$ cat src/hdl/game_config.svh
`ifndef GAME_CONFIG_SVH
`define GAME_CONFIG_SVH

// Matrix geometry
`define MATRIX_SIZE 8
`define POS_WIDTH 3

// Clock cycles between two drops of the point
`define FALL_PERIOD 16

// Spawn position, top row
`define START_ROW 3'd7
`define START_COL 3'd4

// Start background, column 5 is the gap
`define BACKG_ROW1 8'b11011111
`define BACKG_ROW0 8'b11010111

// Frowning face
`define FACE_LOSE_7 8'b00000000
`define FACE_LOSE_6 8'b00100100
`define FACE_LOSE_5 8'b00100100
`define FACE_LOSE_4 8'b00100100
`define FACE_LOSE_3 8'b00000000
`define FACE_LOSE_2 8'b00111100
`define FACE_LOSE_1 8'b01000010
`define FACE_LOSE_0 8'b00000000

// Smiling face
`define FACE_WIN_7 8'b00000000
`define FACE_WIN_6 8'b00100100
`define FACE_WIN_5 8'b00100100
`define FACE_WIN_4 8'b00100100
`define FACE_WIN_3 8'b00000000
`define FACE_WIN_2 8'b01000010
`define FACE_WIN_1 8'b00111100
`define FACE_WIN_0 8'b00000000

`endif
$ cat src/hdl/gamePkg.sv
`default_nettype none

`include "game_config.svh"

package gamePkg;

	// One matrix row, bit 7 is the leftmost column
	typedef logic [`MATRIX_SIZE-1:0] rowT;

	// Whole picture, index 7 is the top row
	typedef rowT [`MATRIX_SIZE-1:0] frameT;

	// Row or column index
	typedef logic [`POS_WIDTH-1:0] posT;

	// Round progress
	typedef enum logic [1:0] {
		stIdle,
		stPlay,
		stWin,
		stLose
	} gameStateT;

endpackage

`default_nettype wire

$ cat src/hdl/gameTop.sv
`timescale 1ns/100ps
`default_nettype none

module gameTop (
	input wire clock50,
	input wire arstN,
	input wire startButton,
	input wire leftButton,
	input wire rightButton,
	input wire gamePkg::posT scanAddr,
	output wire gamePkg::frameT frame,
	output wire gamePkg::gameStateT gameState,
	output wire gamePkg::rowT scanData
);

	wire newRound;
	wire gamePkg::posT pointRow;
	wire gamePkg::posT pointCol;
	wire gamePkg::frameT backgRows;

	// ##########################################################
	// Falling point and background, loaded side by side
	// ##########################################################
	pointMover pointMoverU0 (
		.clock50(clock50),
		.arstN(arstN),
		.newRound(newRound),
		.gameState(gameState),
		.leftButton(leftButton),
		.rightButton(rightButton),
		.pointRow(pointRow),
		.pointCol(pointCol)
	);

	backgroundStore backgroundStoreU0 (
		.clock50(clock50),
		.arstN(arstN),
		.newRound(newRound),
		.gameState(gameState),
		.backgRows(backgRows)
	);

	// ##########################################################
	// Judge and display path
	// ##########################################################
	gameJudge gameJudgeU0 (
		.clock50(clock50),
		.arstN(arstN),
		.startButton(startButton),
		.pointRow(pointRow),
		.pointCol(pointCol),
		.backgRows(backgRows),
		.newRound(newRound),
		.gameState(gameState),
		.frame(frame)
	);

	matrixScan matrixScanU0 (
		.frame(frame),
		.scanAddr(scanAddr),
		.scanData(scanData)
	);

endmodule

`default_nettype wire

$ cat src/hdl/matrixScan.sv
`timescale 1ns/100ps
`default_nettype none

`include "game_config.svh"

module matrixScan (
	input wire gamePkg::frameT frame,
	input wire gamePkg::posT scanAddr,
	output gamePkg::rowT scanData
);

	gamePkg::posT scanCol;

	// Address 0 selects the leftmost column
	assign scanCol = gamePkg::posT'(`MATRIX_SIZE - 1) - scanAddr;

	// Row 0 goes out in the MSB, as the display driver expects
	always_comb begin
		for (int r = 0; r < `MATRIX_SIZE; r++) begin
			scanData[`MATRIX_SIZE - 1 - r] = frame[r][scanCol];
		end
	end

endmodule

`default_nettype wire

$ cat src/hdl/gameJudge.sv
`timescale 1ns/100ps
`default_nettype none

module gameJudge (
	input wire clock50,
	input wire arstN,
	input wire startButton,
	input wire gamePkg::posT pointRow,
	input wire gamePkg::posT pointCol,
	input wire gamePkg::frameT backgRows,
	output logic newRound,
	output gamePkg::gameStateT gameState,
	output gamePkg::frameT frame
);

	logic hit;
	logic bottom;
	gamePkg::frameT pointMask;

	// Point sits on a set background cell
	assign hit = backgRows[pointRow][pointCol];
	assign bottom = (pointRow == '0);

	// ##########################################################
	// Game state machine
	// ##########################################################
	always_ff @(posedge clock50 or negedge arstN) begin
		if (!arstN) begin
			gameState <= gamePkg::stIdle;
			newRound <= 1'b0;
		end else begin
			newRound <= 1'b0;
			case (gameState)
				gamePkg::stPlay: begin
					// Position is stale while the load pulse is high
					if (!newRound) begin
						if (hit)
							gameState <= gamePkg::stLose;
						else if (bottom)
							gameState <= gamePkg::stWin;
					end
				end
				default: begin
					// Idle, win and lose all accept a new start
					if (startButton) begin
						gameState <= gamePkg::stPlay;
						newRound <= 1'b1;
					end
				end
			endcase
		end
	end

	// ##########################################################
	// Merged frame
	// ##########################################################
	always_comb begin
		pointMask = '0;
		pointMask[pointRow][pointCol] = 1'b1;
	end

	always_comb begin
		case (gameState)
			gamePkg::stIdle: frame = '0;
			gamePkg::stPlay: frame = backgRows | pointMask;
			default: frame = backgRows;
		endcase
	end

endmodule

`default_nettype wire

$ cat src/hdl/backgroundStore.sv
`timescale 1ns/100ps
`default_nettype none

`include "game_config.svh"

module backgroundStore (
	input wire clock50,
	input wire arstN,
	input wire newRound,
	input wire gamePkg::gameStateT gameState,
	output gamePkg::frameT backgRows
);

	// Fixed pictures, top row first
	localparam gamePkg::frameT StartPattern = {
		{(`MATRIX_SIZE - 2){8'h00}},
		`BACKG_ROW1,
		`BACKG_ROW0
	};

	localparam gamePkg::frameT FaceLose = {
		`FACE_LOSE_7, `FACE_LOSE_6, `FACE_LOSE_5, `FACE_LOSE_4,
		`FACE_LOSE_3, `FACE_LOSE_2, `FACE_LOSE_1, `FACE_LOSE_0
	};

	localparam gamePkg::frameT FaceWin = {
		`FACE_WIN_7, `FACE_WIN_6, `FACE_WIN_5, `FACE_WIN_4,
		`FACE_WIN_3, `FACE_WIN_2, `FACE_WIN_1, `FACE_WIN_0
	};

	// ##########################################################
	// Background rows
	// ##########################################################
	always_ff @(posedge clock50 or negedge arstN) begin
		if (!arstN) begin
			backgRows <= '0;
		end else if (newRound) begin
			backgRows <= StartPattern;
		end else begin
			// Face follows the end state by one cycle, held until next round
			case (gameState)
				gamePkg::stLose: backgRows <= FaceLose;
				gamePkg::stWin: backgRows <= FaceWin;
				default: backgRows <= backgRows;
			endcase
		end
	end

endmodule

`default_nettype wire

$ cat src/hdl/pointMover.sv
`timescale 1ns/100ps
`default_nettype none

`include "game_config.svh"

module pointMover (
	input wire clock50,
	input wire arstN,
	input wire newRound,
	input wire gamePkg::gameStateT gameState,
	input wire leftButton,
	input wire rightButton,
	output gamePkg::posT pointRow,
	output gamePkg::posT pointCol
);

	localparam int CntWidth = $clog2(`FALL_PERIOD);
	localparam gamePkg::posT EdgeLeft = gamePkg::posT'(`MATRIX_SIZE - 1);
	localparam gamePkg::posT EdgeRight = '0;

	logic [CntWidth-1:0] fallCnt;
	logic fallTick;
	logic inPlay;

	assign inPlay = (gameState == gamePkg::stPlay);
	assign fallTick = (fallCnt == CntWidth'(`FALL_PERIOD - 1));

	// ##########################################################
	// Fall timer
	// ##########################################################
	always_ff @(posedge clock50 or negedge arstN) begin
		if (!arstN) begin
			fallCnt <= '0;
		end else if (newRound || fallTick) begin
			// Restart on a new round and after every drop
			fallCnt <= '0;
		end else if (inPlay) begin
			fallCnt <= fallCnt + 1'b1;
		end
	end

	// ##########################################################
	// Row, falls towards row 0
	// ##########################################################
	always_ff @(posedge clock50 or negedge arstN) begin
		if (!arstN) begin
			pointRow <= `START_ROW;
		end else if (newRound) begin
			pointRow <= `START_ROW;
		end else if (inPlay && fallTick && pointRow != '0) begin
			pointRow <= pointRow - 1'b1;
		end
	end

	// ##########################################################
	// Column, left raises the index
	// ##########################################################
	always_ff @(posedge clock50 or negedge arstN) begin
		if (!arstN) begin
			pointCol <= `START_COL;
		end else if (newRound) begin
			pointCol <= `START_COL;
		end else if (inPlay) begin
			if (leftButton && !rightButton) begin
				if (pointCol != EdgeLeft)
					pointCol <= pointCol + 1'b1;
			end else if (rightButton && !leftButton) begin
				if (pointCol != EdgeRight)
					pointCol <= pointCol - 1'b1;
			end
		end
	end

endmodule

`default_nettype wire

$ cat config.mk
export PLATFORM = sky130hd
export DESIGN_NAME = gameTop
export DESIGN_NICKNAME = d
export VERILOG_FILES = /design/src/hdl/gamePkg.sv /design/src/hdl/gameTop.sv /design/src/hdl/matrixScan.sv /design/src/hdl/gameJudge.sv /design/src/hdl/backgroundStore.sv /design/src/hdl/pointMover.sv
export VERILOG_INCLUDE_DIRS = /design/src /design/src/hdl
export SDC_FILE = /design/constraint.sdc
export NUM_CORES = 1
export LEC_CHECK = 0
export BUFFER_PORTS_ARGS = -buffer_cell sky130_fd_sc_hd__buf_2
export CORE_MARGIN = 4
export CORE_UTILIZATION = 37
export DETAILED_ROUTE_END_ITERATION = 6
export GPL_TIMING_DRIVEN = 0
export HOLD_SLACK_MARGIN = 0.1
export PLACE_DENSITY = 0.67
export SYNTH_ARGS = -nofsm -noshare
export SYNTH_HDL_FRONTEND = slang
export SYNTH_SLANG_ARGS = --single-unit
$ cat constraint.sdc
create_clock -name clock50 -period 3.2 [get_ports clock50]
set_clock_uncertainty 0.1 [all_clocks]
set_input_delay 0.16 -clock clock50 [delete_from_list [all_inputs] [get_ports clock50]]
set_output_delay 0.16 -clock clock50 [all_outputs]
set_load 0.005 [all_outputs]
Yosys cells after proc, flatten, opt, wreduce, memory -nomap -nowiden
Cells that the tools add are included.
{ "op_classes": {"div": 0, "addsub": 5, "eq_ne": 8, "bitwise": 1, "shift": 0, "muxes": 44, "magnitude_cmp": 5, "n_mul": 0, "reduce_logical": 22} }
{ "op_table": {"columns": ["op", "n"], "rows": [
  ["$pmux 64 s2", 2],
  ["$mux 64", 1],
  ["$or 64x64->64", 1],
  ["$bmux 1 s3", 9],
  ["$bmux 8 s3", 1],
  ["$demux 8 s3", 1],
  ["$mux 3", 8],
  ["$mux 8", 2],
  ["$reduce_bool 3->1", 5],
  ["$lt 3x4->1 const B", 3],
  ["$mux 1", 12],
  ["$mux 2", 5],
  ["$mux 4", 2],
  ["$reduce_bool 2->1", 4],
  ["$ge 3x1->1 const B", 2],
  ["$logic_and 1x1->1", 6],
  ["$sub 3x1->3 const B", 2],
  ["$add 4x1->4 const B", 1],
  ["$eq 2x2->1 const B", 2],
  ["$eq 4x4->1 const B", 1],
  ["$reduce_and 4->1", 1],
  ["$add 3x1->3 const B", 1],
  ["$demux 1 s3", 1],
  ["$logic_not 3->1", 1],
  ["other kinds (10)", 11]
]} }
{ "totals": {"elab_cells": 98, "register_bits": 77, "latch_bits": 0, "input_bits": 8, "n_memories": 0, "ram_bits": 0, "romBits": 0} }

Depth between registers and ports, before layout
{ "depth": {"depth_word": 10, "ltp_mapped": 8, "depth_no_buf": 7} }

By module
A second synthesis with hierarchy kept.
{ "unflattened": {"hier_cells": 405, "hier_area_um2": 3399.5} }
{ "by_module_without_submodules": {"columns": ["mod", "instances", "area_per_inst_um2", "seq_area_each_um2", "cells_each"], "rows": [
  ["gameJudge", 1, 1582.8, 75.1, 242],
  ["backgroundStore", 1, 668.1, 150.1, 77],
  ["pointMover", 1, 598.1, 255.2, 57],
  ["matrixScan", 1, 550.5, 0.0, 29]
]} }

Least setup slack after synthesis
Ideal clock, no wire load.
{ "synth_path": {"path_kind": "register -> output", "start": "register pointMoverU0.pointRow[1]", "end": "output port scanData[5]", "arrival_ns": 1.770, "setup_slack_ns": 1.170, "path_stages_with_launch": 8, "path_buffers": 2, "cell_sequence": "dfstp_2 -> buf_4 -> inv_2 -> or3_1 -> clkbuf_1 -> o21ai_1 -> mux2i_1 -> a211oi_1"} }
{ "synth_lines": {"columns": ["element", "line_no", "rtl"], "rows": [
  ["from (decl)", "pointMover.sv:13", "output gamePkg::posT pointRow,"],
  ["from (signal assigned)", "pointMover.sv:47", "pointRow <= `START_ROW;"],
  ["from (signal assigned)", "pointMover.sv:49", "pointRow <= `START_ROW;"],
  ["from (signal assigned)", "pointMover.sv:51", "pointRow <= pointRow - 1'b1;"],
  ["to (decl)", "gameTop.sv:13", "output wire gamePkg::rowT scanData"]
]} }

Worst setup path in the final report
{ "layout_path": {"start": "register pointMoverU0.pointRow[0]", "end": "output port scanData[6]"} }
{ "layout_via": {"elab_chain_len": 8, "word_cells_on_any_way": 9, "cone_classes": "order compare: 2; mux: 5; bitwise: 1; reduce/logical: 1"} }
{ "layout_rtl": {"columns": ["element", "line_no", "rtl"], "rows": [
  ["$lt 3x4->1 (not written as such) or $ge 3x1->1 (tied branches)", "gameJudge.sv:59", "pointMask[pointRow][pointCol] = 1'b1;"],
  ["$logic_and 1x1->1 (not written as such)", "gameJudge.sv:59", null],
  ["$mux 8 (not written as such)", "gameJudge.sv:59", null],
  ["$demux 8 s3 *", null, null],
  ["$or 64x64->64 *", "gameJudge.sv:65", "gamePkg::stPlay: frame = backgRows | pointMask;"],
  ["$pmux 64 s2 *", "gameJudge.sv:63", "case (gameState)"],
  ["$bmux 1 s3 *", "matrixScan.sv:20", "scanData[`MATRIX_SIZE - 1 - r] = frame[r][scanCol];"],
  ["$mux 1 (not written as such) *", "matrixScan.sv:20", null]
]} }
Every way passes the cells marked *; elsewhere a longest branch is shown, timed or not. The select of a mux whose other input is x is not followed.

==> results.tsv <==
stage	metric	value	unit
clock_tree	Root Driver	clkbuf_8	
detailed_routing	vias	2494	
worst_setup_path	critical path depth in cells	7	
grt	first-pass GRT wire length	11000	µm
synth	Cell variety after synth	55	
floorplanning	Initial Util	39.0	%
clock_tree	CTS tree	built	
worst_setup_path	Critical Path Start Type	flop	
clock_tree	CTS Sinks	19	
worst_setup_path	Critical Path Source	pointMoverU0.pointRow[0]$_DFFE_PN1P_	
floorplanning	Die X	82.3	µm
power_and_ir_drop	P_leak	1.20	nW
timing	Setup TNS	0	ns
timing	Hold Fails Final Rpt	0	
worst_setup_path	Crit. End Element	output pin	
detailed_routing	drt drc	0	
timing	Rel. slew slack	44.1	%
final_layout	layout cells sized above 1	25.8	%
synth	syn nets	311	
worst_setup_path	CP max FO	10	
clock_tree	CTS Buf Count	3	
worst_setup_path	slowest stage delay, CP	0.57	ns
synth	Post-synth ARST share	100	%
synth	Syn Std Cell Area	0.00204	mm²
detailed_routing	DR iter-0 viols	157	
synth	Post-Synthesis Cells	298	
final_layout	nets	398	
clock_tree	H-tree depth	1	
final_layout	commonest non-fill, non-tap cell in the layout	buf_2	
floorplanning	CORE AREA	0.00524	mm²
synth	syn avg cell area	6.86	µm²
worst_setup_path	sum of buffers and inverters on the critical path	2	
final_layout	filler cell count	538	
worst_setup_path	Reg-to-Reg Start	pointMoverU0.pointRow[0]$_DFFE_PN1P_	
final_layout	Design Area, Final	0.00260	mm²
timing	final worst slack	0.492	ns
timing	Slew Viols, Final	0	
timing	unrepaired setup endpoints after global routing	no	
clock_tree	worst-case clock buffer depth	2	
grt	GR Util All Layers	20.6	%
detailed_routing	routed wire length	7130	µm
timing	Final setup viols	0	
place	GPL Wtd Cong	0.945	
floorplanning	Row Count	26	
place	pre-CTS WS	0.802	ns
power_and_ir_drop	VDD IR-drop max	0.620	mV
synth	number of synthesized flops with an enable pin	0	
worst_setup_path	critical path arrival	2.45	ns
timing	min Tclk post-route	2.71	ns
clock_tree	worst-skew pair later-pin latency	0.26	ns
grt	antenna violations before repair	0	
final_layout	Layout area overhead	27.3	%
detailed_routing	Routed WL per cell	15.7	µm
timing	Fmax	0.369	GHz
floorplanning	Die Ht	82.3	µm
synth	sequential cell area fraction in the yosys report	23.5	%
power_and_ir_drop	Pwr Density	689	mW/mm²
worst_setup_path	worst reg-to-reg path cell count	6	
worst_setup_path	worst endpoint required time	2.94	ns
place	DP Area	0.00253	mm²
detailed_routing	DRT antenna net count	0	
timing	fin crit share	84.6	%
final_layout	ant diodes	0	
floorplanning	number of I/O pins	82	
place	HPWL after detailed placement	5520	µm
clock_tree	Worst-path clk slew	0.07	ns
worst_setup_path	crit path kind	flop to output pin	
hold_path	Worst Hold Class	input port to asynchronous set/reset pin	
timing	Slew @ Worst Pin	0.830	ns
floorplanning	Die ar.	0.00677	mm²
status	status	finished clean	
synth	Most used DFF post-synth	dfrtp_1	
synth	YS warnings	0	
worst_setup_path	CP max stage cell	dfstp_2	
grt	gr ovfl total	0	
grt	pin count of the biggest net entering global routing	20	
job	max cap viols	0	
place	PortBufs	80	
detailed_routing	DRT Pass-1 Iters	4	
worst_setup_path	family with the most delay on the worst path	simple AND/OR/NAND/NOR gates	
final_layout	most frequent cells in the layout	buf_2, nor2_1, o21ai_0	
timing	final hold slack	0.263	ns
detailed_routing	Vias/cell	5.49	
grt	vias in the first global route	2202	
clock_tree	# Post-CTS Setup Buffers	0	
synth	flops & latches, synth	19	
power_and_ir_drop	Pwr Total	0.00179	W
worst_setup_path	critical-path cell list	or3b_2, clkbuf_1, o41ai_1, and2_1, a221oi_1, o211ai_1, buf_2	
==> layout make-up <==
type	instances	area (µm²)	share of cell area (%)
well taps	70	87.6	3.37
plain buffers	23	103	3.95
clock buffers	3	41.3	1.59
clock inverters	1	7.51	0.289
repair buffers	82	420	16.2
inverters	8	30.0	1.15
flip-flops and latches	19	480	18.5
multi-input cells	248	1430	55.0
==> Yosys cell counts (3+ instances only) <==
| library cell | instances | share of area [%] |
|---|---|---|
| ha_1 | 4 | 2.4 |
| a221oi_1 | 4 | 1.7 |
| a21oi_1 | 9 | 2.2 |
| dfrtp_1 | 15 | 18 |
| a31oi_1 | 5 | 1.5 |
| nor3b_1 | 3 | 1.1 |
| nand2_1 | 26 | 4.8 |
| nor3_1 | 4 | 0.98 |
| clkbuf_1 | 17 | 3.1 |
| a211oi_1 | 4 | 1.5 |
| nor2_1 | 55 | 10 |
| and2_1 | 5 | 1.5 |
| mux2i_1 | 5 | 2.4 |
| and3_1 | 6 | 1.8 |
| nand2b_1 | 6 | 1.8 |
| o21ai_0 | 37 | 9.1 |
| nand3_1 | 15 | 3.7 |
| o21ai_1 | 4 | 0.98 |
| buf_2 | 4 | 0.98 |
| xor2_1 | 5 | 2.1 |
| dfstp_2 | 4 | 5.1 |
| xnor2_1 | 5 | 2.1 |
| o211ai_1 | 7 | 2.6 |
| nor2b_1 | 8 | 2.4 |
| inv_1 | 6 | 1.1 |
==> final timing paths <==
path                                                              end  slack [ns]
max                                                       scanData[6]        0.49
min                        backgroundStoreU0.backgRows[8]$_DFFE_PN0P_        0.26
max reg2reg                      pointMoverU0.pointRow[1]$_DFFE_PN1P_        0.95
min reg2reg                       pointMoverU0.fallCnt[3]$_DFFE_PN0P_        0.45
max in group asynchronous        pointMoverU0.pointCol[2]$_DFFE_PN1P_        2.41
min in group clock50             pointMoverU0.pointCol[1]$_DFFE_PN0P_        0.42
==> per-stage QoR <==
| step | utilization [%] | instances |
|---|---|---|
| final | 49.6 | 454 |
| after global routing | 49.6 | 454 |
| after CTS | 49.6 | 454 |
| after detailed placement | 48.3 | 448 |
| after global placement | 48.3 | 448 |
| after floorplan | - | 298 |
==> cell families after synthesis <==
kind of cell / Yosys count / share of synthesized area (%)
buf+inv: 31 / 6.49
mux: 5 / 2.45
compound gates: 86 / 26.0
fa+ha+maj: 5 / 3.43
xor+xnor: 10 / 4.29
flops: 19 / 23.5
simple gates: 142 / 33.9
==> repair_timing <==
action,CTS,global route
resized for setup,0,0
hold buffers,2,0
endpoints found under the hold margin,21,0
==> per-layer routing <==
| metal | vias up | global-route usage [%] | wire length (µm) |
|---|---|---|---|
| met5 | - | 0 | 0 |
| met4 | 0 | 6.81 | 82 |
| met3 | 7 | 2.06 | 628 |
| met2 | 117 | 35.5 | 3340 |
| met1 | 1138 | 26.8 | 3080 |
| li1 | 1232 | - | - |
==> sequential cells by signal, indices dropped and copies added (netlist names) <==
name / count
backgroundStoreU0.backgRows: 6
pointMoverU0.fallCnt: 4
pointMoverU0.pointCol: 3
pointMoverU0.pointRow: 3
gameJudgeU0.gameState: 2
gameJudgeU0.newRound: 1
==> power breakdown <==
part           switching (W)  internal (W)  total [W]  leakage, nW
sequential         0.0000862      0.000337   0.000423        0.223
combinational       0.000726      0.000472    0.00120        0.955
clock              0.0000824     0.0000879   0.000170       0.0217
(Power assumes the default switching activity.)
